**src/raster_geom_pkg.sv**
```systemverilog
/*
 * widths of the raster datapath.
 * edge values are two's complement and wrap at EDGE_BITS.
 * a quad is 2x2 pixels, so box bounds are expected to be even.
 */

package raster_geom_pkg;

    //////////////////////////////////////////////////
    // screen and edge arithmetic

    localparam int DIM_BITS  = 12;  // pixel coordinate
    localparam int EDGE_BITS = 32;  // signed edge value
    localparam int NUM_EDGES = 3;

    //////////////////////////////////////////////////
    // quads and pipeline

    localparam int QUAD_PIXELS = 4;

    // edge pipeline depth of products then sums
    localparam int EVAL_LATENCY = 2;

    // two in evaluation plus the output slot
    localparam int PENDING_BITS = 3;

endpackage

```
**src/raster_quad_out.sv**
```systemverilog
/*
 * coverage test and output register.
 * a pixel is covered when no edge value is negative.
 * empty quads never reach quad_valid. the output data holds while
 * quad_valid is high and quad_ready is low.
 */

`timescale 1ns/1ps

module raster_quad_out (
    input  logic                                    clk,
    input  logic                                    reset,
    input  logic                                    eval_valid,
    input  logic [raster_geom_pkg::DIM_BITS-1:0]    eval_x,
    input  logic [raster_geom_pkg::DIM_BITS-1:0]    eval_y,
    input  logic [raster_geom_pkg::NUM_EDGES-1:0][raster_geom_pkg::QUAD_PIXELS-1:0]
                 [raster_geom_pkg::EDGE_BITS-1:0]   eval_values,
    input  logic                                    quad_ready,
    output logic                                    advance,
    output logic                                    retire,
    output logic                                    quad_valid,
    output logic [raster_geom_pkg::DIM_BITS-1:0]    quad_x,
    output logic [raster_geom_pkg::DIM_BITS-1:0]    quad_y,
    output logic [raster_geom_pkg::QUAD_PIXELS-1:0] quad_mask
);
    import raster_geom_pkg::*;

    logic [QUAD_PIXELS-1:0] cov_mask;
    logic                   keep;
    logic                   slot_valid;  // an item sits in the output stage

    always_comb begin
        for (int p = 0; p < QUAD_PIXELS; p++) begin
            cov_mask[p] = 1'b1;
            for (int e = 0; e < NUM_EDGES; e++) begin
                cov_mask[p] = cov_mask[p] & ~eval_values[e][p][EDGE_BITS-1];
            end
        end
    end

    assign keep = eval_valid && (|cov_mask);

    //////////////////////////////////////////////////
    // stall and retire

    // the only stall in the unit
    assign advance = !(quad_valid && !quad_ready);

    // a dropped quad holds the slot for one cycle only, so at most one
    // item leaves per cycle
    assign retire = slot_valid && (!quad_valid || quad_ready);

    always_ff @(posedge clk) begin
        if (reset) begin
            slot_valid <= 1'b0;
            quad_valid <= 1'b0;
        end else if (advance) begin
            slot_valid <= eval_valid;
            quad_valid <= keep;
        end
    end

    // payload only for quads that go out
    always_ff @(posedge clk) begin
        if (advance && keep) begin
            quad_x    <= eval_x;
            quad_y    <= eval_y;
            quad_mask <= cov_mask;
        end
    end

endmodule

```
**config.mk**
```make
export PLATFORM = sky130hd
export DESIGN_NAME = raster_quad_out
export DESIGN_NICKNAME = d
export VERILOG_FILES = /design/src/raster_geom_pkg.sv /design/src/raster_quad_out.sv
export SDC_FILE = /design/constraint.sdc
export NUM_CORES = 1
export LEC_CHECK = 0
export ABC_AREA = 1
export BUFFER_PORTS_ARGS = -buffer_cell sky130_fd_sc_hd__buf_4
export CORE_AREA = 2 2 172 174
export CTS_BUF_LIST = sky130_fd_sc_hd__clkbuf_8
export DETAILED_ROUTE_END_ITERATION = 8
export DIE_AREA = 0 0 174 176
export SETUP_SLACK_MARGIN = 0.15
export SYNTH_ARGS = -nofsm -noshare
export SYNTH_HDL_FRONTEND = slang
export SYNTH_SLANG_ARGS = --single-unit
```
**constraint.sdc**
```tcl
create_clock -name clk -period 2.15 [get_ports clk]
set_clock_uncertainty 0.2 [all_clocks]
set_input_delay 0.215 -clock clk [delete_from_list [all_inputs] [get_ports clk]]
set_output_delay 0.215 -clock clk [all_outputs]
set_load 0.01 [all_outputs]
```
==> metrics.md <==
| Metric | Value |
|---|---|
| Slew headroom | `81.7%` |
| Min cycle time layout | `1750 ps` |
| Boundary Pins | `443` |
| Grt total ovfl | `0` |
| Initial DRC count | `27` |
| Commonest cells after routing, fill and taps aside | `buf_4 (72), edfxtp_1 (28), dlygate4sd3_1 (26)` |
| Core box area | `0.0285 mm^2` |
| Crit. End Element | `output port` |
| Critical path required time | `1740 ps` |
| Antenna violations before repair | `0` |
| Port buffer count | `70` |
| Sequential area share after synthesis | `87.8%` |
| Number of H-tree levels | `2` |
| Crit-path cells | `dlygate4sd3_1 -> buf_4 -> nor2_2 -> inv_1 -> buf_4` |
| RSZ-0062 raised after global routing | `no` |
| Syn nets | `471` |
| Post-Syn Area per Cell | `17.0 um^2` |
| First-pass GRT wire length | `4990 um` |
| Setup bufs post-CTS | `0` |
| Vias in the first global route | `950` |
| Post-synthesis register bit count | `30` |
| Crit path kind | `input pin to output port` |
| Clock Pin Slew Worst Setup and Hold Paths | `60 ps` |
| Cell Pwr Density | `557 mW/mm^2` |
| Crit path launch type | `input pin` |
| Row count | `62` |
| Yosys cell types | `9` |
| CP Data Arrival Time | `1340 ps` |
| Maximum buffer depth of the clock tree | `2` |
| Peak supply drop | `0.300 mV` |
| Placed Area | `0.00203 mm^2` |
| Clk root buf | `clkbuf_8` |
| Area grow syn2layout | `136%` |
| Fmax achieved | `571 MHz` |
| Util after Layout | `8.29%` |
| Worst min path class | `input pin to flip-flop` |
| Synthesized instance count | `59` |
| Final GP Congestion | `0.604` |
| Largest net degree at the start of global routing | `18` |
| Crit-path most repeated cell | `buf_4` |
| Max FO, Critical Path | `4` |
| CTS Buf Count | `5` |
| Slew Limit Fails | `0` |
| Yosys warnings | `0` |
| Drt wl/cell | `6.12 um` |
| DRC | `0` |
| Initial Util | `3.52%` |
| Worst Max-Slew Pin Slew | `274 ps` |
| Most common cell after layout, fill and taps aside | `buf_4` |
| All-Layer GR Usage | `2.35%` |
| Part of the cycle the worst path needs | `81.5%` |
| Die H | `176 um` |
| MaxCap Viol Count | `0` |
| Ratio of cells with drive above 1 in the final layout | `50.6%` |
| Via count | `851` |
| Pleak | `0.883 nW` |
| Drt via density | `1.55` |
| Clk_lat worst skew | `280 ps` |
| Fin area | `0.00237 mm^2` |
| Max stage delay on crit path | `540 ps` |
| Outcome | `finished clean` |
| Flop pwr share | `51.9%` |
| Diode count | `0` |
| CTS tree | `done` |
| Worst path bufs/invs | `4` |
| Clk network pwr share | `33.4%` |
| CP max-delay cell | `dlygate4sd3_1` |
| WL final | `3350 um` |
| Cell Area, Synth | `0.00100 mm^2` |
| Post-DP HPWL | `2350 um` |
| Drt pass-1 iters | `4` |
| Detail Route Antenna Nets | `0` |
| Cell Int Power | `1.01 mW` |
| Die ar. | `0.0306 mm^2` |
| Logic gate share of total power | `14.7%` |
| Die W | `174 um` |
| Psw | `0.308 mW` |
| Hold Fails Final Rpt | `0` |
| CP delay by family, top | `buffers and inverters` |
| Layout Nets | `576` |
| Clock sinks | `30` |
| Setup-failing EPs final | `0` |
| Setup_tns | `0 ps` |
| Net Sw Frac | `23.4%` |
==> repair_timing <==
action / 4_1_cts / 5_1_grt
hold buffers: 26 / 0
hold endpoints to repair: 26 / 0
setup endpoints to repair: 0 / 0
gates resized for setup: 0 / 0
==> Yosys cell counts (all sizes together) <==
master / number / area (um^2)
a21oi: 2 / 13.8
dfxtp: 2 / 40.0
edfxtp: 28 / 841
inv: 11 / 41.3
nand2: 8 / 30.0
nor2: 7 / 28.8
o21ai: 1 / 8.76
==> worst paths after layout <==
path                   start    endpoint  slack, ps  cells past startpoint
hold / removal    eval_valid  slot_valid         30                      3
setup reg to reg  quad_valid   quad_x[9]        820                      4
hold reg to reg   slot_valid  slot_valid        270                      2
setup / recovery  quad_ready     advance        400                      5
==> routing by layer <==
metal / track usage [%] / vias to the layer above / wire (um)
met2: 3.82 / 49 / 1740
met3: 1.18 / 6 / 329
met1: 2.06 / 391 / 1130
li1: - / 405 / -
met4: 2.42 / 0 / 147
met5: 0 / - / 0
==> stage by stage <==
step	hold WS [ps]	worst slack, ps	std cells	power, mW
final	31.7	398	548	1.32
after global routing	48.0	344	548	1.39
after CTS	15.3	401	548	1.35
after detailed placement	189	452	515	0.852
after global placement	185	422	515	0.850
after floorplan	77.4	303	59	0.737
==> final cells by class <==
cell class / instances / area (um^2)
fillers: 3358 / 26200
repair buffers: 98 / 801
clock inverters: 2 / 10.0
flip-flops and latches: 30 / 881
clock buffers: 5 / 68.8
well taps: 384 / 480
multi-input cells: 18 / 83.8
inverters: 11 / 41.3
==> flip-flops by register name, summed over array words and instances (netlist names) <==
| signal | flops |
|---|---|
| quad_valid | 1 |
| slot_valid | 1 |
| quad_mask | 4 |
| quad_y | 12 |
| quad_x | 12 |
==> worst reg2reg max path, cell delays in order, from the launching register on <==
cell,delay (ps)
dfxtp_1,310
inv_1,60
nor2_2,50
nor2_2,120
buf_4,270
==> cell families after synthesis <==
logic type	Yosys count	share of synthesized area [%]
flops	30	87.8
compound gates	3	2.24
buf+inv	11	4.11
simple gates	15	5.86
==> power groups by stage <==
stage               Clock (mW)  Combinational [mW]  Sequential [mW]
floorplan                    0              0.0261            0.711
global placement             0               0.155            0.694
detailed placement           0               0.156            0.695
CTS                      0.475               0.194            0.683
global route             0.495               0.209            0.686
finish                   0.440               0.194            0.683
No activity file was read; power rests on OpenSTA's default activity.
