--- src/raster_dcr_pkg.sv ---
/*
 * host register map of the rasterizer.
 * nine edge coefficients, two box corners and a start register.
 * box corners carry x in the low half and y in the high half of the word.
 */

package raster_dcr_pkg;

    localparam int DCR_ADDR_BITS = 4;
    localparam int DCR_DATA_BITS = 32;

    //////////////////////////////////////////////////
    // register addresses

    // a, b, c per edge starting with edge 0
    localparam logic [DCR_ADDR_BITS-1:0] DCR_EDGE_BASE = 4'd0;
    localparam logic [DCR_ADDR_BITS-1:0] DCR_BBOX_MIN  = 4'd9;
    localparam logic [DCR_ADDR_BITS-1:0] DCR_BBOX_MAX  = 4'd10;
    localparam logic [DCR_ADDR_BITS-1:0] DCR_START     = 4'd11;  // write only and never stored

    //////////////////////////////////////////////////
    // one write word, two readings

    typedef union packed {
        logic signed [DCR_DATA_BITS-1:0]     coef;   // edge coefficient
        logic [1:0][DCR_DATA_BITS/2-1:0]     coord;  // [0] x, [1] y
    } dcr_word_u;

endpackage

--- src/raster_geom_pkg.sv ---
/*
 * widths of the raster datapath.
 * edge values are two's complement and wrap at EDGE_BITS.
 * a quad is 2x2 pixels, so box bounds are expected to be even.
 */

package raster_geom_pkg;

    //////////////////////////////////////////////////
    // screen and edge arithmetic

    localparam int DIM_BITS  = 12;  // pixel coordinate
    localparam int EDGE_BITS = 32;  // signed edge value
    localparam int NUM_EDGES = 3;

    //////////////////////////////////////////////////
    // quads and pipeline

    localparam int QUAD_PIXELS = 4;

    // edge pipeline depth of products then sums
    localparam int EVAL_LATENCY = 2;

    // two in evaluation plus the output slot
    localparam int PENDING_BITS = 3;

endpackage

--- src/raster_dcr.sv ---
/*
 * configuration registers, written one word per cycle of dcr_write_valid.
 * values show up on the outputs the cycle after the write.
 * start is a combinational pulse during the write to the start address.
 */

`timescale 1ns/1ps

module raster_dcr (
    input  logic                                  clk,
    input  logic                                  reset,
    input  logic                                  dcr_write_valid,
    input  logic [raster_dcr_pkg::DCR_ADDR_BITS-1:0] dcr_write_addr,
    input  logic [raster_dcr_pkg::DCR_DATA_BITS-1:0] dcr_write_data,
    output logic [raster_geom_pkg::NUM_EDGES-1:0][raster_geom_pkg::EDGE_BITS-1:0] edge_a,
    output logic [raster_geom_pkg::NUM_EDGES-1:0][raster_geom_pkg::EDGE_BITS-1:0] edge_b,
    output logic [raster_geom_pkg::NUM_EDGES-1:0][raster_geom_pkg::EDGE_BITS-1:0] edge_c,
    output logic [raster_geom_pkg::DIM_BITS-1:0]  bbox_xmin,
    output logic [raster_geom_pkg::DIM_BITS-1:0]  bbox_ymin,
    output logic [raster_geom_pkg::DIM_BITS-1:0]  bbox_xmax,
    output logic [raster_geom_pkg::DIM_BITS-1:0]  bbox_ymax,
    output logic                                  start
);
    import raster_dcr_pkg::*;
    import raster_geom_pkg::*;

    dcr_word_u wr_word;

    assign wr_word = dcr_write_data;
    assign start   = dcr_write_valid && (dcr_write_addr == DCR_START);

    always_ff @(posedge clk) begin
        if (reset) begin
            edge_a    <= '0;
            edge_b    <= '0;
            edge_c    <= '0;
            bbox_xmin <= '0;
            bbox_ymin <= '0;
            bbox_xmax <= '0;
            bbox_ymax <= '0;
        end else if (dcr_write_valid) begin
            for (int e = 0; e < NUM_EDGES; e++) begin
                // three consecutive words per edge
                if (dcr_write_addr == DCR_ADDR_BITS'(DCR_EDGE_BASE + 3 * e)) begin
                    edge_a[e] <= wr_word.coef;
                end
                if (dcr_write_addr == DCR_ADDR_BITS'(DCR_EDGE_BASE + 3 * e + 1)) begin
                    edge_b[e] <= wr_word.coef;
                end
                if (dcr_write_addr == DCR_ADDR_BITS'(DCR_EDGE_BASE + 3 * e + 2)) begin
                    edge_c[e] <= wr_word.coef;
                end
            end
            if (dcr_write_addr == DCR_BBOX_MIN) begin
                bbox_xmin <= wr_word.coord[0][DIM_BITS-1:0];
                bbox_ymin <= wr_word.coord[1][DIM_BITS-1:0];
            end
            if (dcr_write_addr == DCR_BBOX_MAX) begin
                bbox_xmax <= wr_word.coord[0][DIM_BITS-1:0];  // exclusive bound
                bbox_ymax <= wr_word.coord[1][DIM_BITS-1:0];
            end
        end
    end

endmodule

--- config.mk ---
export PLATFORM = sky130hd
export DESIGN_NAME = raster_dcr
export DESIGN_NICKNAME = d
export VERILOG_FILES = /design/src/raster_dcr_pkg.sv /design/src/raster_geom_pkg.sv /design/src/raster_dcr.sv
export SDC_FILE = /design/constraint.sdc
export NUM_CORES = 1
export LEC_CHECK = 0
export ABC_CLOCK_PERIOD_IN_PS = 1900
export BUFFER_PORTS_ARGS = -buffer_cell sky130_fd_sc_hd__buf_4
export CAP_MARGIN = 5
export CORE_MARGIN = 2
export CORE_UTILIZATION = 28
export DETAILED_ROUTE_END_ITERATION = 10
export PLACE_DENSITY = 0.5
export SETUP_SLACK_MARGIN = 0.15
export SLEW_MARGIN = 30
export SYNTH_ARGS = -nofsm -noshare
export SYNTH_HDL_FRONTEND = slang
export SYNTH_SLANG_ARGS = --single-unit
export TNS_END_PERCENT = 5
--- constraint.sdc ---
create_clock -name clk -period 1.9 [get_ports clk]
set_input_delay 0.19 -clock clk [delete_from_list [all_inputs] [get_ports clk]]
set_output_delay 0.19 -clock clk [all_outputs]
set_load 0.02 [all_outputs]
==> summary.txt <==
Status
  – Status: complete, no violations

Finish
  – Area growth, synth to finish: 36.6%
  – FF+latch area: 6730 um^2
  – Post-layout nets: 1582
  – Final Instance Count excl. Fillers: 2175
  – Fillers: 4594
  – Multi-input gate area: 5820 um^2
  – Layout Utilization: 0.386
  – Layout cells sized above 1: 0.324
  – Most frequent cells in the layout: 436 x buf_4, 368 x nand2b_1, 336 x mux2i_1, 336 x dfxtp_1, 41 x clkbuf_16
  – Most common cell after layout, fill and taps aside: buf_4
  – # diodes: 0

Route
  – Avg WL per Cell: 19.8 um
  – DR vias: 9428
  – Routed vias/inst: 4.33
  – Initial DRC Count: 362
  – WL final: 43100 um
  – Post-route ant nets: 0
  – Initial DRT Pass Iterations: 4
  – Drc violations: 0

CTS
  – Worst skew pair latency: 0.54 ns
  – Clock slew at reported path FFs: 0.06 ns
  – Clock sink count: 336
  – CTS Buffer Depth: 3
  – CTS tree: built
  – Max H-tree Level: 2
  – Root Buffer: clkbuf_16
  – Cells resized by post-CTS repair: 0
  – Total CTS buffers: 40

Floorplanning
  – Die Ht: 220 um
  – Core Box Area: 46400 um^2
  – Rows: 79
  – Chip width: 220 um
  – Die Area: 48500 um^2
  – I/O pins: 376
  – Starting Density: 0.283

Timing
  – Final hold vios: 0
  – Clk_skew: 0 ns
  – Worst-margin pin slew: 0.601 ns
  – Relative slew margins: 0.599
  – Post-route clock period utilization: 0.674
  – Max-slew violation count: 0
  – Endpoints failing setup: 0
  – Fin crit period: 1.28 ns
  – Fmax: 781 MHz
  – Hold WS: 0.0906 ns
  – Setup TNS: 0 ns
  – Unrepaired setup endpoints after global routing: no

Global routing
  – Pin count of the biggest net entering global routing: 64
  – Layer with the highest usage: met2
  – Met1 usage: 0.218
  – Initial antenna violation count: 0
  – M2 GR Usage: 0.278
  – First-pass GRT wire length: 62400 um
  – Global Route Usage Sum: 0.173
  – Vias in the first global route: 9376
  – Global route overflow: 0
  – GR Util met3: 0.0542

Critical path
  – CP endpoint kind: output port
  – Max incr delay on CP: 0.37 ns
  – Critical Path RT: 1.71 ns
  – CP cell instances: buf_4
  – CP max FO: 2
  – Worst EP arrival: 1.09 ns
  – Slowest-stage cell, CP: dfxtp_1
  – Buffers and inverters on the worst path: 1
  – CP top delay family: flip-flops
  – R2R Setup Slk: 1.24 ns
  – Crit path kind: flop to output port
  – Worst setup SP type: flop

Logic synthesis
  – Netlist cell types: 17
  – Complex-gate fraction of the synthesized area: 0
  – Xor and xnor fraction of the mapped netlist area: 0
  – Flops & latches, synth: 336
  – Syn_nets: 1205
  – Yosys warnings: 0
  – Post-Syn Area: 13100 um^2
  – Mux share of post-synthesis cell area: 0.257
  – Sequential cell area fraction in the yosys report: 0.513
  – Area share of and/or/nand/nor cells after synthesis: 0.187
  – Avg Cell Area, Syn: 11.2 um^2
  – Combinational family with the most area after synthesis: multiplexers
  – Synth Area in Adders: 0
  – Mapped Cells: 1166

Power
  – Leak: 9.24 nW
  – Worst VDD drop: 421 uV
  – Pwr Density: 872 nW/um^2

Place
  – HPWL after DPL: 29600 um
  – Gpl congestion: 0.740
  – Number of port buffers: 375
  – Post-Place Cells: 2107

Min path
  – Hold Path Class: input port to flop

Job
  – Max-cap violations: 0
metal layers:
metal  vias to the layer above  share of wire
met5                         -              0
met4                         0          0.028
met2                       259           0.46
met3                        65          0.075
met1                      4546           0.44
li1                       4558              -
sequential cells by signal, indices dropped and copies added, names as in the netlist:
name / flops
edge_a: 96
edge_b: 96
edge_c: 96
bbox_xmax: 12
bbox_xmin: 12
bbox_ymax: 12
bbox_ymin: 12
kinds of logic after synthesis:
kind of cell,after synthesis
multiplexers,336
buffers and inverters,106
AND/OR/NAND/NOR,388
flip-flops,336
cell usage after synthesis, drive strengths merged:
master / instances / area [um^2]
nor3b: 1 / 18.8
dfxtp: 336 / 6730
clkbuf: 67 / 253
and3b: 2 / 17.5
nand2: 9 / 56.3
and3: 2 / 12.5
nand3: 2 / 20.0
buf: 39 / 310
and2: 1 / 6.26
nor2: 1 / 3.75
nand2b: 368 / 2300
and2b: 2 / 15.0
mux2i: 336 / 3360
metrics by stage:
stage	worst slack (ns)	total power, mW	cell area, um^2
2_1_floorplan	0.699	7.92	13100
3_3_place_gp	0.402	8.39	16600
3_5_place_dp	0.334	8.39	16600
4_1_cts	0.575	15.9	17900
5_1_grt	0.574	16.2	17900
6_report	0.620	15.6	17900
cell type report:
| cell class | instances | share of cell area |
|---|---|---|
| Sequential cell | 336 | 0.376 |
| Multi-Input combinational cell | 724 | 0.325 |
| Timing Repair Buffer | 441 | 0.187 |
| Clock buffer | 58 | 0.0637 |
| Tap cell | 607 | 0.0424 |
| Clock inverter | 9 | 0.00580 |
report_power, final:
part           switching [mW]  leakage, nW  total (mW)  internal [mW]
clock network            2.98        0.604        7.39           4.41
registers              0.0509         2.71        7.19           7.14
logic                   0.576         5.93        1.03          0.455
final timing paths:
| path | startpoint | endpoint | cells after the start |
|---|---|---|---|
| worst max-delay path | edge_a[52]$_SDFFE_PP0P_ | edge_a[52] | 1 |
| worst min register to register | edge_a[41]$_SDFFE_PP0P_ | edge_a[41]$_SDFFE_PP0P_ | 2 |
| worst min-delay path | dcr_write_data[7] | bbox_xmin[7]$_SDFFE_PP0P_ | 4 |
| worst max register to register | edge_b[3]$_SDFFE_PP0P_ | edge_b[3]$_SDFFE_PP0P_ | 2 |
timing repair:
item                      4_1_cts  5_1_grt
hold buffers                    1        0
buffers inserted                0        0
hold endpoints to repair        1        0
Note: power is estimated with default switching activity, not from simulation.
