[src/raster_geom_pkg.sv]
/*
 * widths of the raster datapath.
 * edge values are two's complement and wrap at EDGE_BITS.
 * a quad is 2x2 pixels, so box bounds are expected to be even.
 */

package raster_geom_pkg;

    //////////////////////////////////////////////////
    // screen and edge arithmetic

    localparam int DIM_BITS  = 12;  // pixel coordinate
    localparam int EDGE_BITS = 32;  // signed edge value
    localparam int NUM_EDGES = 3;

    //////////////////////////////////////////////////
    // quads and pipeline

    localparam int QUAD_PIXELS = 4;

    // edge pipeline depth of products then sums
    localparam int EVAL_LATENCY = 2;

    // two in evaluation plus the output slot
    localparam int PENDING_BITS = 3;

endpackage

[src/raster_ctrl.sv]
/*
 * quad walker. steps the box row-major in 2x2 quads, one per advance.
 * start is taken only while idle. the box registers are read live,
 * so they must not change during a walk.
 */

`timescale 1ns/1ps

module raster_ctrl (
    input  logic                                 clk,
    input  logic                                 reset,
    input  logic                                 start,
    input  logic [raster_geom_pkg::DIM_BITS-1:0] bbox_xmin,
    input  logic [raster_geom_pkg::DIM_BITS-1:0] bbox_ymin,
    input  logic [raster_geom_pkg::DIM_BITS-1:0] bbox_xmax,
    input  logic [raster_geom_pkg::DIM_BITS-1:0] bbox_ymax,
    input  logic                                 advance,
    input  logic                                 retire,
    output logic                                 issue_valid,
    output logic [raster_geom_pkg::DIM_BITS-1:0] issue_x,
    output logic [raster_geom_pkg::DIM_BITS-1:0] issue_y,
    output logic                                 busy,
    output logic                                 done
);
    import raster_geom_pkg::*;

    logic                    walking;   // quads left to issue
    logic                    draining;  // walk over, items still in flight
    logic [DIM_BITS-1:0]     cur_x;
    logic [DIM_BITS-1:0]     cur_y;
    logic [PENDING_BITS-1:0] pending;
    logic [DIM_BITS:0]       next_x;
    logic [DIM_BITS:0]       next_y;
    logic                    last_col;
    logic                    last_row;
    logic                    empty_box;
    logic                    launch;
    logic                    issue_fire;

    //////////////////////////////////////////////////
    // walk position

    // one extra bit so a box ending at the screen edge does not wrap
    assign next_x    = {1'b0, cur_x} + (DIM_BITS+1)'(2);
    assign next_y    = {1'b0, cur_y} + (DIM_BITS+1)'(2);
    assign last_col  = next_x >= {1'b0, bbox_xmax};
    assign last_row  = next_y >= {1'b0, bbox_ymax};
    assign empty_box = (bbox_xmin >= bbox_xmax) || (bbox_ymin >= bbox_ymax);

    assign launch     = start && !busy;
    assign issue_fire = walking && advance;

    always_ff @(posedge clk) begin
        if (launch) begin
            cur_x <= bbox_xmin;
            cur_y <= bbox_ymin;
        end else if (issue_fire) begin
            if (last_col) begin
                cur_x <= bbox_xmin;  // next row
                cur_y <= next_y[DIM_BITS-1:0];
            end else begin
                cur_x <= next_x[DIM_BITS-1:0];
            end
        end
    end

    //////////////////////////////////////////////////
    // state and in-flight count

    always_ff @(posedge clk) begin
        if (reset) begin
            walking  <= 1'b0;
            draining <= 1'b0;
            pending  <= '0;
        end else begin
            pending <= pending + PENDING_BITS'(issue_fire) - PENDING_BITS'(retire);
            if (launch) begin
                walking  <= !empty_box;
                draining <= empty_box;  // nothing to walk so done follows next cycle
            end else if (issue_fire && last_col && last_row) begin
                walking  <= 1'b0;
                draining <= 1'b1;
            end else if (done) begin
                draining <= 1'b0;
            end
        end
    end

    assign issue_valid = walking;
    assign issue_x     = cur_x;
    assign issue_y     = cur_y;
    assign busy        = walking || draining;
    assign done        = draining && (pending == '0);

endmodule

[config.mk]
export PLATFORM = sky130hd
export DESIGN_NAME = raster_ctrl
export DESIGN_NICKNAME = d
export VERILOG_FILES = /design/src/raster_geom_pkg.sv /design/src/raster_ctrl.sv
export SDC_FILE = /design/constraint.sdc
export NUM_CORES = 1
export LEC_CHECK = 0
export BUFFER_PORTS_ARGS = -buffer_cell sky130_fd_sc_hd__buf_2
export CORE_ASPECT_RATIO = 1.25
export CORE_MARGIN = 2
export CORE_UTILIZATION = 53
export DETAILED_ROUTE_END_ITERATION = 6
export PLACE_DENSITY = 0.81
export SYNTH_ARGS = -nofsm -noshare
export SYNTH_HDL_FRONTEND = slang
export SYNTH_SLANG_ARGS = --single-unit
[constraint.sdc]
create_clock -name clk -period 3.9 [get_ports clk]
set_input_delay 0 -clock clk [delete_from_list [all_inputs] [get_ports clk]]
set_output_delay 0 -clock clk [all_outputs]
set_load 0.005 [all_outputs]
==> summary.txt, run 1 <==
Critical Path AT - 3.36 ns
Worst setup SP type - flop
Post-CTS sizing - 0
Tcrit/Tclk final - 0.855
Worst path slowest cell - nand4_2
WP data required - 3.92 ns
Final setup viols - 0
Fin. Hold Viols - 0
Fmax - 300 MHz
# DRC - 0
Lkg Pwr - 1.67 nW
Hold buffers post-CTS - 1
Dpl hpwl - 5400 um
Most frequent cells in the layout - buf_2 (79), ha_1 (52), nor2_1 (41), inv_1 (34), edfxtp_1 (24)
Post-Syn Instances - 296
Internal power - 0.924 mW
Crit-path cells - ha_1, nand3_1, nor2_1, nand4_1, xnor2_1, ha_1, and3_1, nor3b_1, o31ai_1, nand4_2, mux2_4
Layout Skew - 0.00532 ns
Total grt overflow - 0
Seq pwr share - 0.353
Gate power share - 0.435
CTS root buf - clkbuf_8
Maximum clock path buffer count - 2
Clk Latency, worst-skew pair - 0.28 ns
Syn_area_per_cell - 9.37 um2
Diode count - 0
Critical path class - reg2reg
Asr flop ratio synth - 0
Sinks on Clock Net - 29
Clock Power Share - 0.212
Total CTS buffers - 5
Inst Count DP - 435
Setup tns final - 0 ns
Vias - 2,435
Row count - 29
Total Routed Length - 6550 um
Synthesis-stage register bit count - 29
Drt wl/cell - 14.8 um
CTS HTree Levels - 2
Share of cells above drive strength 1 - 0.277
Largest net degree at the start of global routing - 20
Post-synth design cell area - 2770 um2
Sw frac - 0.364
Primary FF master, synth - edfxtp_1
First-pass GRT wire length - 10,700 um
Synth area leader - edfxtp_1
Dpl cell area - 3230 um2
P_sw - 0.529 mW
Post-Syn Nets - 402
Most common cell after layout, fill and taps aside - buf_2
Tot GR Track Use - 0.238
Die X - 68.7 um
Vias per Instance - 5.48
Max Slew Vio Count - 0
Fin nets - 487
Postcts setup bufs - 0
Design area - 3350 um2
Worst path max stage delay - 0.50 ns
Gp weighted congestion - 0.850
Post-synthesis sequential area ratio - 0.296
Yosys top cell area share - 0.260
Initial core utilization - 0.550
Vias in the first global route - 2,495
Die Ht - 84.9 um
ANT nets after route - 0
Fin util - 0.665
Final min period - 3.34 ns
# port buffers - 79
IO Pins - 80
Layout area overhead - 21.0%
Initial drt markers - 127
PwrDens - 433 nW/um2
Reg-to-reg slack, setup - 0.56 ns
Post-synth EDFFs - 24
Crit path max fanout - 12
Crit. End Element - flop
DRT Pass-1 Iters - 4
Antenna violations before repair - 0
CTS tree - done
Synth top area cells - edfxtp_1 (26%), ha_1 (23%), nor2_1 (5.6%), inv_1 (4.6%), mux2_4 (4.3%)
Number of max-cap violations - 0
Core ar. - 5040 um2
Max-slew headroom - 0.631
Top cell by count, worst path - ha_1
Finished Layout Cells - 444
Post-synth cell types - 41
Status - finished clean
Worst-path clk slew - 0.07 ns
Ys Warns - 0
Slew @ Worst Pin - 0.552 ns
Max rail drop VDD - 0.354 mV
HP Class - in2reg
Die area - 5830 um2
Unrepaired setup endpoints after global routing - no
[metal layers]
metal  track usage  wire length (um)
met4        0.0642                81
met3        0.0464               318
met1         0.269              2660
met2         0.440              3490
met5             0                 0
[Yosys cell counts (2+ instances only)]
master / instances
ha_1: 52
nor2_1: 41
inv_1: 34
edfxtp_1: 24
nand2_1: 20
a21oi_1: 16
xnor2_1: 13
nand3_1: 11
nand4_1: 11
mux2_4: 8
a21o_1: 7
xor2_1: 7
dfxtp_1: 5
o21ai_0: 5
o31ai_1: 5
mux2_2: 3
nand2b_1: 3
a211oi_1: 2
a211oi_2: 2
clkbuf_1: 2
nor2b_1: 2
nor3_1: 2
nor3b_1: 2
o21ai_1: 2
[path summary, 6_finish.rpt]
kind	from	cells after the start	to
worst max-delay path	issue_x[1]	11	issue_x[9]
worst min-delay path	bbox_ymin[2]	3	issue_y[2]
worst max register to register	issue_x[1]	11	issue_x[9]
worst min register to register	issue_valid	2	issue_valid
[layout make-up]
| type | instances | area (um2) |
|---|---|---|
| Clock buffer | 5 | 68.8 |
| Clock inverter | 3 | 41.3 |
| Fill cell | 416 | 1690 |
| Inverter | 34 | 128 |
| Multi-Input combinational cell | 230 | 1810 |
| Sequential cell | 29 | 821 |
| Tap cell | 62 | 77.6 |
| Timing Repair Buffer | 81 | 413 |
[critical path, delay by kind of cell, from the launching register on]
family,cells,cell delay (ns)
xor gates and xnor gates,1,0.26
DFF,1,0.45
muxes,1,0.47
adders and majority gates,2,0.50
and+or+nand+nor,6,1.30
AOI/OAI and AO/OA,1,0.10
[per-stage QoR]
stage / setup WS (ns) / hold slack (ns) / total power [mW]
5_1_grt: 0.257 / 0.0240 / 1.55
6_report: 0.564 / 0.0164 / 1.45
4_1_cts: 0.542 / 0.0159 / 1.45
2_1_floorplan: 0.476 / 0.0667 / 0.942
3_3_place_gp: 0.780 / 0.245 / 1.12
3_5_place_dp: 0.599 / 0.247 / 1.14
[registers in the layout, indices dropped and copies added (netlist names)]
register and count:
issue_valid 1, pending 3, draining 1, issue_x 12, issue_y 12
[power by group through the flow]
| stage | clock network [mW] | logic, mW | registers (mW) |
|---|---|---|---|
| finish | 0.307 | 0.633 | 0.513 |
| floorplan | 0 | 0.435 | 0.507 |
| detailed placement | 0 | 0.629 | 0.516 |
| CTS | 0.305 | 0.637 | 0.510 |
| global placement | 0 | 0.606 | 0.512 |
| global route | 0.320 | 0.712 | 0.520 |
[cells by family (layout without fill, tap and decap cells)]
kind of cell	count (synthesis)	after routing	synth area share
adder cells (fa/ha/maj)	53	53	0.242
AND/OR/NAND/NOR	100	100	0.174
flip-flops	29	29	0.296
XOR/XNOR	20	20	0.0632
buffers and inverters	37	123	0.0528
AO/OA/AOI/OAI	46	46	0.116
multiplexers	11	11	0.0555
(Power assumes the default switching activity.)
==> run 2: changes to the inputs <==
--- a/config.mk
+++ b/config.mk
@@ -5,7 +5,8 @@
 export SDC_FILE = /design/constraint.sdc
 export NUM_CORES = 1
 export LEC_CHECK = 0
-export BUFFER_PORTS_ARGS = -buffer_cell sky130_fd_sc_hd__buf_2
+export BUFFER_PORTS_ARGS = -buffer_cell sky130_fd_sc_hd__buf_4
+export CAP_MARGIN = 20
 export CORE_ASPECT_RATIO = 1.25
 export CORE_MARGIN = 2
 export CORE_UTILIZATION = 53
==> summary.txt, run 2 (synthesis results as in run 1) <==
Worst setup SP type - flop (unchanged)
Seq pwr share - 0.339 (was 0.353)
Dpl cell area - 3430 um2 (was 3230 um2)
# port buffers - 79 (unchanged)
Unrepaired setup endpoints after global routing - no (unchanged)
Gp weighted congestion - 0.826 (was 0.850)
DRT Pass-1 Iters - 4 (unchanged)
Maximum clock path buffer count - 2 (unchanged)
WP data required - 3.93 ns (was 3.92 ns)
Sw frac - 0.353 (was 0.364)
Sinks on Clock Net - 29 (unchanged)
Vias per Instance - 5.52 (was 5.48)
Fin nets - 487 (unchanged)
Layout Skew - 0.00609 ns (was 0.00532 ns)
ANT nets after route - 0 (unchanged)
Total CTS buffers - 5 (unchanged)
Crit. End Element - flop (unchanged)
Worst-path clk slew - 0.07 ns (about the same)
Critical path class - reg2reg (unchanged)
DP Worst Slack - 0.639 ns (was 0.599 ns)
Gate power share - 0.447 (was 0.435)
Total Routed Length - 6630 um (was 6550 um)
Final min period - 3.29 ns (was 3.34 ns)
Tcrit/Tclk final - 0.843 (was 0.855)
Diode count - 0 (unchanged)
Largest net degree at the start of global routing - 20 (unchanged)
Worst setup margin - 0.614 ns (was 0.564 ns)
CTS tree - done (unchanged)
Slew @ Worst Pin - 0.538 ns (was 0.552 ns)
Crit path max fanout - 12 (unchanged)
CTS root buf - clkbuf_8 (unchanged)
PwrDens - 425 nW/um2 (was 433 nW/um2)
Vias in the first global route - 2,505 (was 2,495)
Setup tns final - 0 ns (unchanged)
Internal power - 0.982 mW (was 0.924 mW)
Die area - 5830 um2 (unchanged)
Core ar. - 5040 um2 (unchanged)
P_sw - 0.535 mW (was 0.529 mW)
Row count - 29 (unchanged)
Layout area overhead - 28.6% (was 21.0%)
# DRC - 0 (unchanged)
Status - finished clean (unchanged)
Initial core utilization - 0.550 (unchanged)
Fin. Hold Viols - 0 (unchanged)
Fillers - 410 (was 416)
Initial drt markers - 114 (was 127)
Antenna violations before repair - 0 (unchanged)
Fin util - 0.707 (was 0.665)
Critical Path AT - 3.32 ns (was 3.36 ns)
Vias - 2,451 (was 2,435)
Max rail drop VDD - 0.259 mV (was 0.354 mV)
Most common cell after layout, fill and taps aside - buf_4 (was buf_2)
Max Slew Vio Count - 0 (unchanged)
First-pass GRT wire length - 10,900 um (was 10,700 um)
Postcts setup bufs - 0 (unchanged)
Dpl hpwl - 5470 um (was 5400 um)
Tot GR Track Use - 0.243 (was 0.238)
IO Pins - 80 (unchanged)
Most frequent cells in the layout - buf_4 (80), ha_1 (52), nor2_1 (41), inv_1 (34), edfxtp_1 (24) (was buf_2 (79), ha_1 (52), nor2_1 (41), inv_1 (34), edfxtp_1 (24))
Total grt overflow - 0 (unchanged)
Inst Count DP - 435 (unchanged)
Lkg Pwr - 1.75 nW (was 1.67 nW)
Drt wl/cell - 14.9 um (was 14.8 um)
Clk Latency, worst-skew pair - 0.28 ns (about the same)
HP Class - in2reg (unchanged)
Die Ht - 84.9 um (unchanged)
Die X - 68.7 um (unchanged)
Finished Layout Cells - 444 (unchanged)
Share of cells above drive strength 1 - 0.280 (was 0.277)
Number of max-cap violations - 0 (unchanged)
Final setup viols - 0 (unchanged)
CTS HTree Levels - 2 (unchanged)
Fmax - 304 MHz (was 300 MHz)
Design area - 3570 um2 (was 3350 um2)
Clock Power Share - 0.214 (was 0.212)
Max-slew headroom - 0.640 (was 0.631)
## run 2: critical path: stages (launching register included)
cell and delay, ns:
edfxtp_1 0.44, ha_1 0.22, nand3_1 0.12, nor2_1 0.21, nand3_1 0.14, xnor2_1 0.21
ha_1 0.27, and3_1 0.23, nor3b_1 0.15, o31ai_1 0.09, nand4_2 0.49, mux2_4 0.46
## run 2: path summary, 6_finish.rpt
| path | start | slack, ns | cells after the start | to |
|---|---|---|---|---|
| setup reg to reg | issue_x[1] | 0.61 | 11 | issue_x[4] |
| hold reg to reg | issue_valid | 0.52 | 2 | issue_valid |
| setup / recovery | issue_x[1] | 0.61 | 11 | issue_x[4] |
| hold / removal | bbox_ymin[2] | 0.007 | 3 | issue_y[2] |
## run 2: metrics by stage
step / hold slack [ns] / power [mW]
6_report: 0.00668 / 1.52
5_1_grt: 0.00843 / 1.62
4_1_cts: 0.00270 / 1.52
3_5_place_dp: 0.216 / 1.19
3_3_place_gp: 0.210 / 1.17
2_1_floorplan: 0.0667 / 0.942
## run 2: power groups by stage
stage / clock [mW] / sequential (mW) / combinational (mW)
after floorplan: 0 / 0.507 / 0.435
after detailed placement: 0 / 0.518 / 0.674
after CTS: 0.329 / 0.513 / 0.679
final: 0.324 / 0.515 / 0.677
after global routing: 0.342 / 0.525 / 0.757
after global placement: 0 / 0.516 / 0.650
## run 2: final cells by class
| class | instances | area (um2) | area share |
|---|---|---|---|
| flip-flops and latches | 29 | 821 | 0.230 |
| clock buffers | 7 | 119 | 0.0333 |
| multi-input cells | 230 | 1810 | 0.506 |
| clock inverters | 1 | 5.00 | 0.00140 |
| inverters | 34 | 128 | 0.0358 |
| well taps | 62 | 77.6 | 0.0218 |
| repair buffers | 81 | 611 | 0.171 |
## run 2: metal layers
| layer | vias to the layer above | track usage | wire (um) |
|---|---|---|---|
| li1 | 1221 | - | - |
| met1 | 1135 | 0.286 | 2650 |
| met2 | 82 | 0.432 | 3470 |
| met3 | 13 | 0.0464 | 366 |
| met4 | 0 | 0.0749 | 144 |
| met5 | - | 0 | 0 |
## run 2: what timing repair did
item | 4_1_cts | 5_1_grt
endpoints found under the hold margin | 4 | 0
gates resized for setup | 0 | 0
hold buffers | 1 | 0
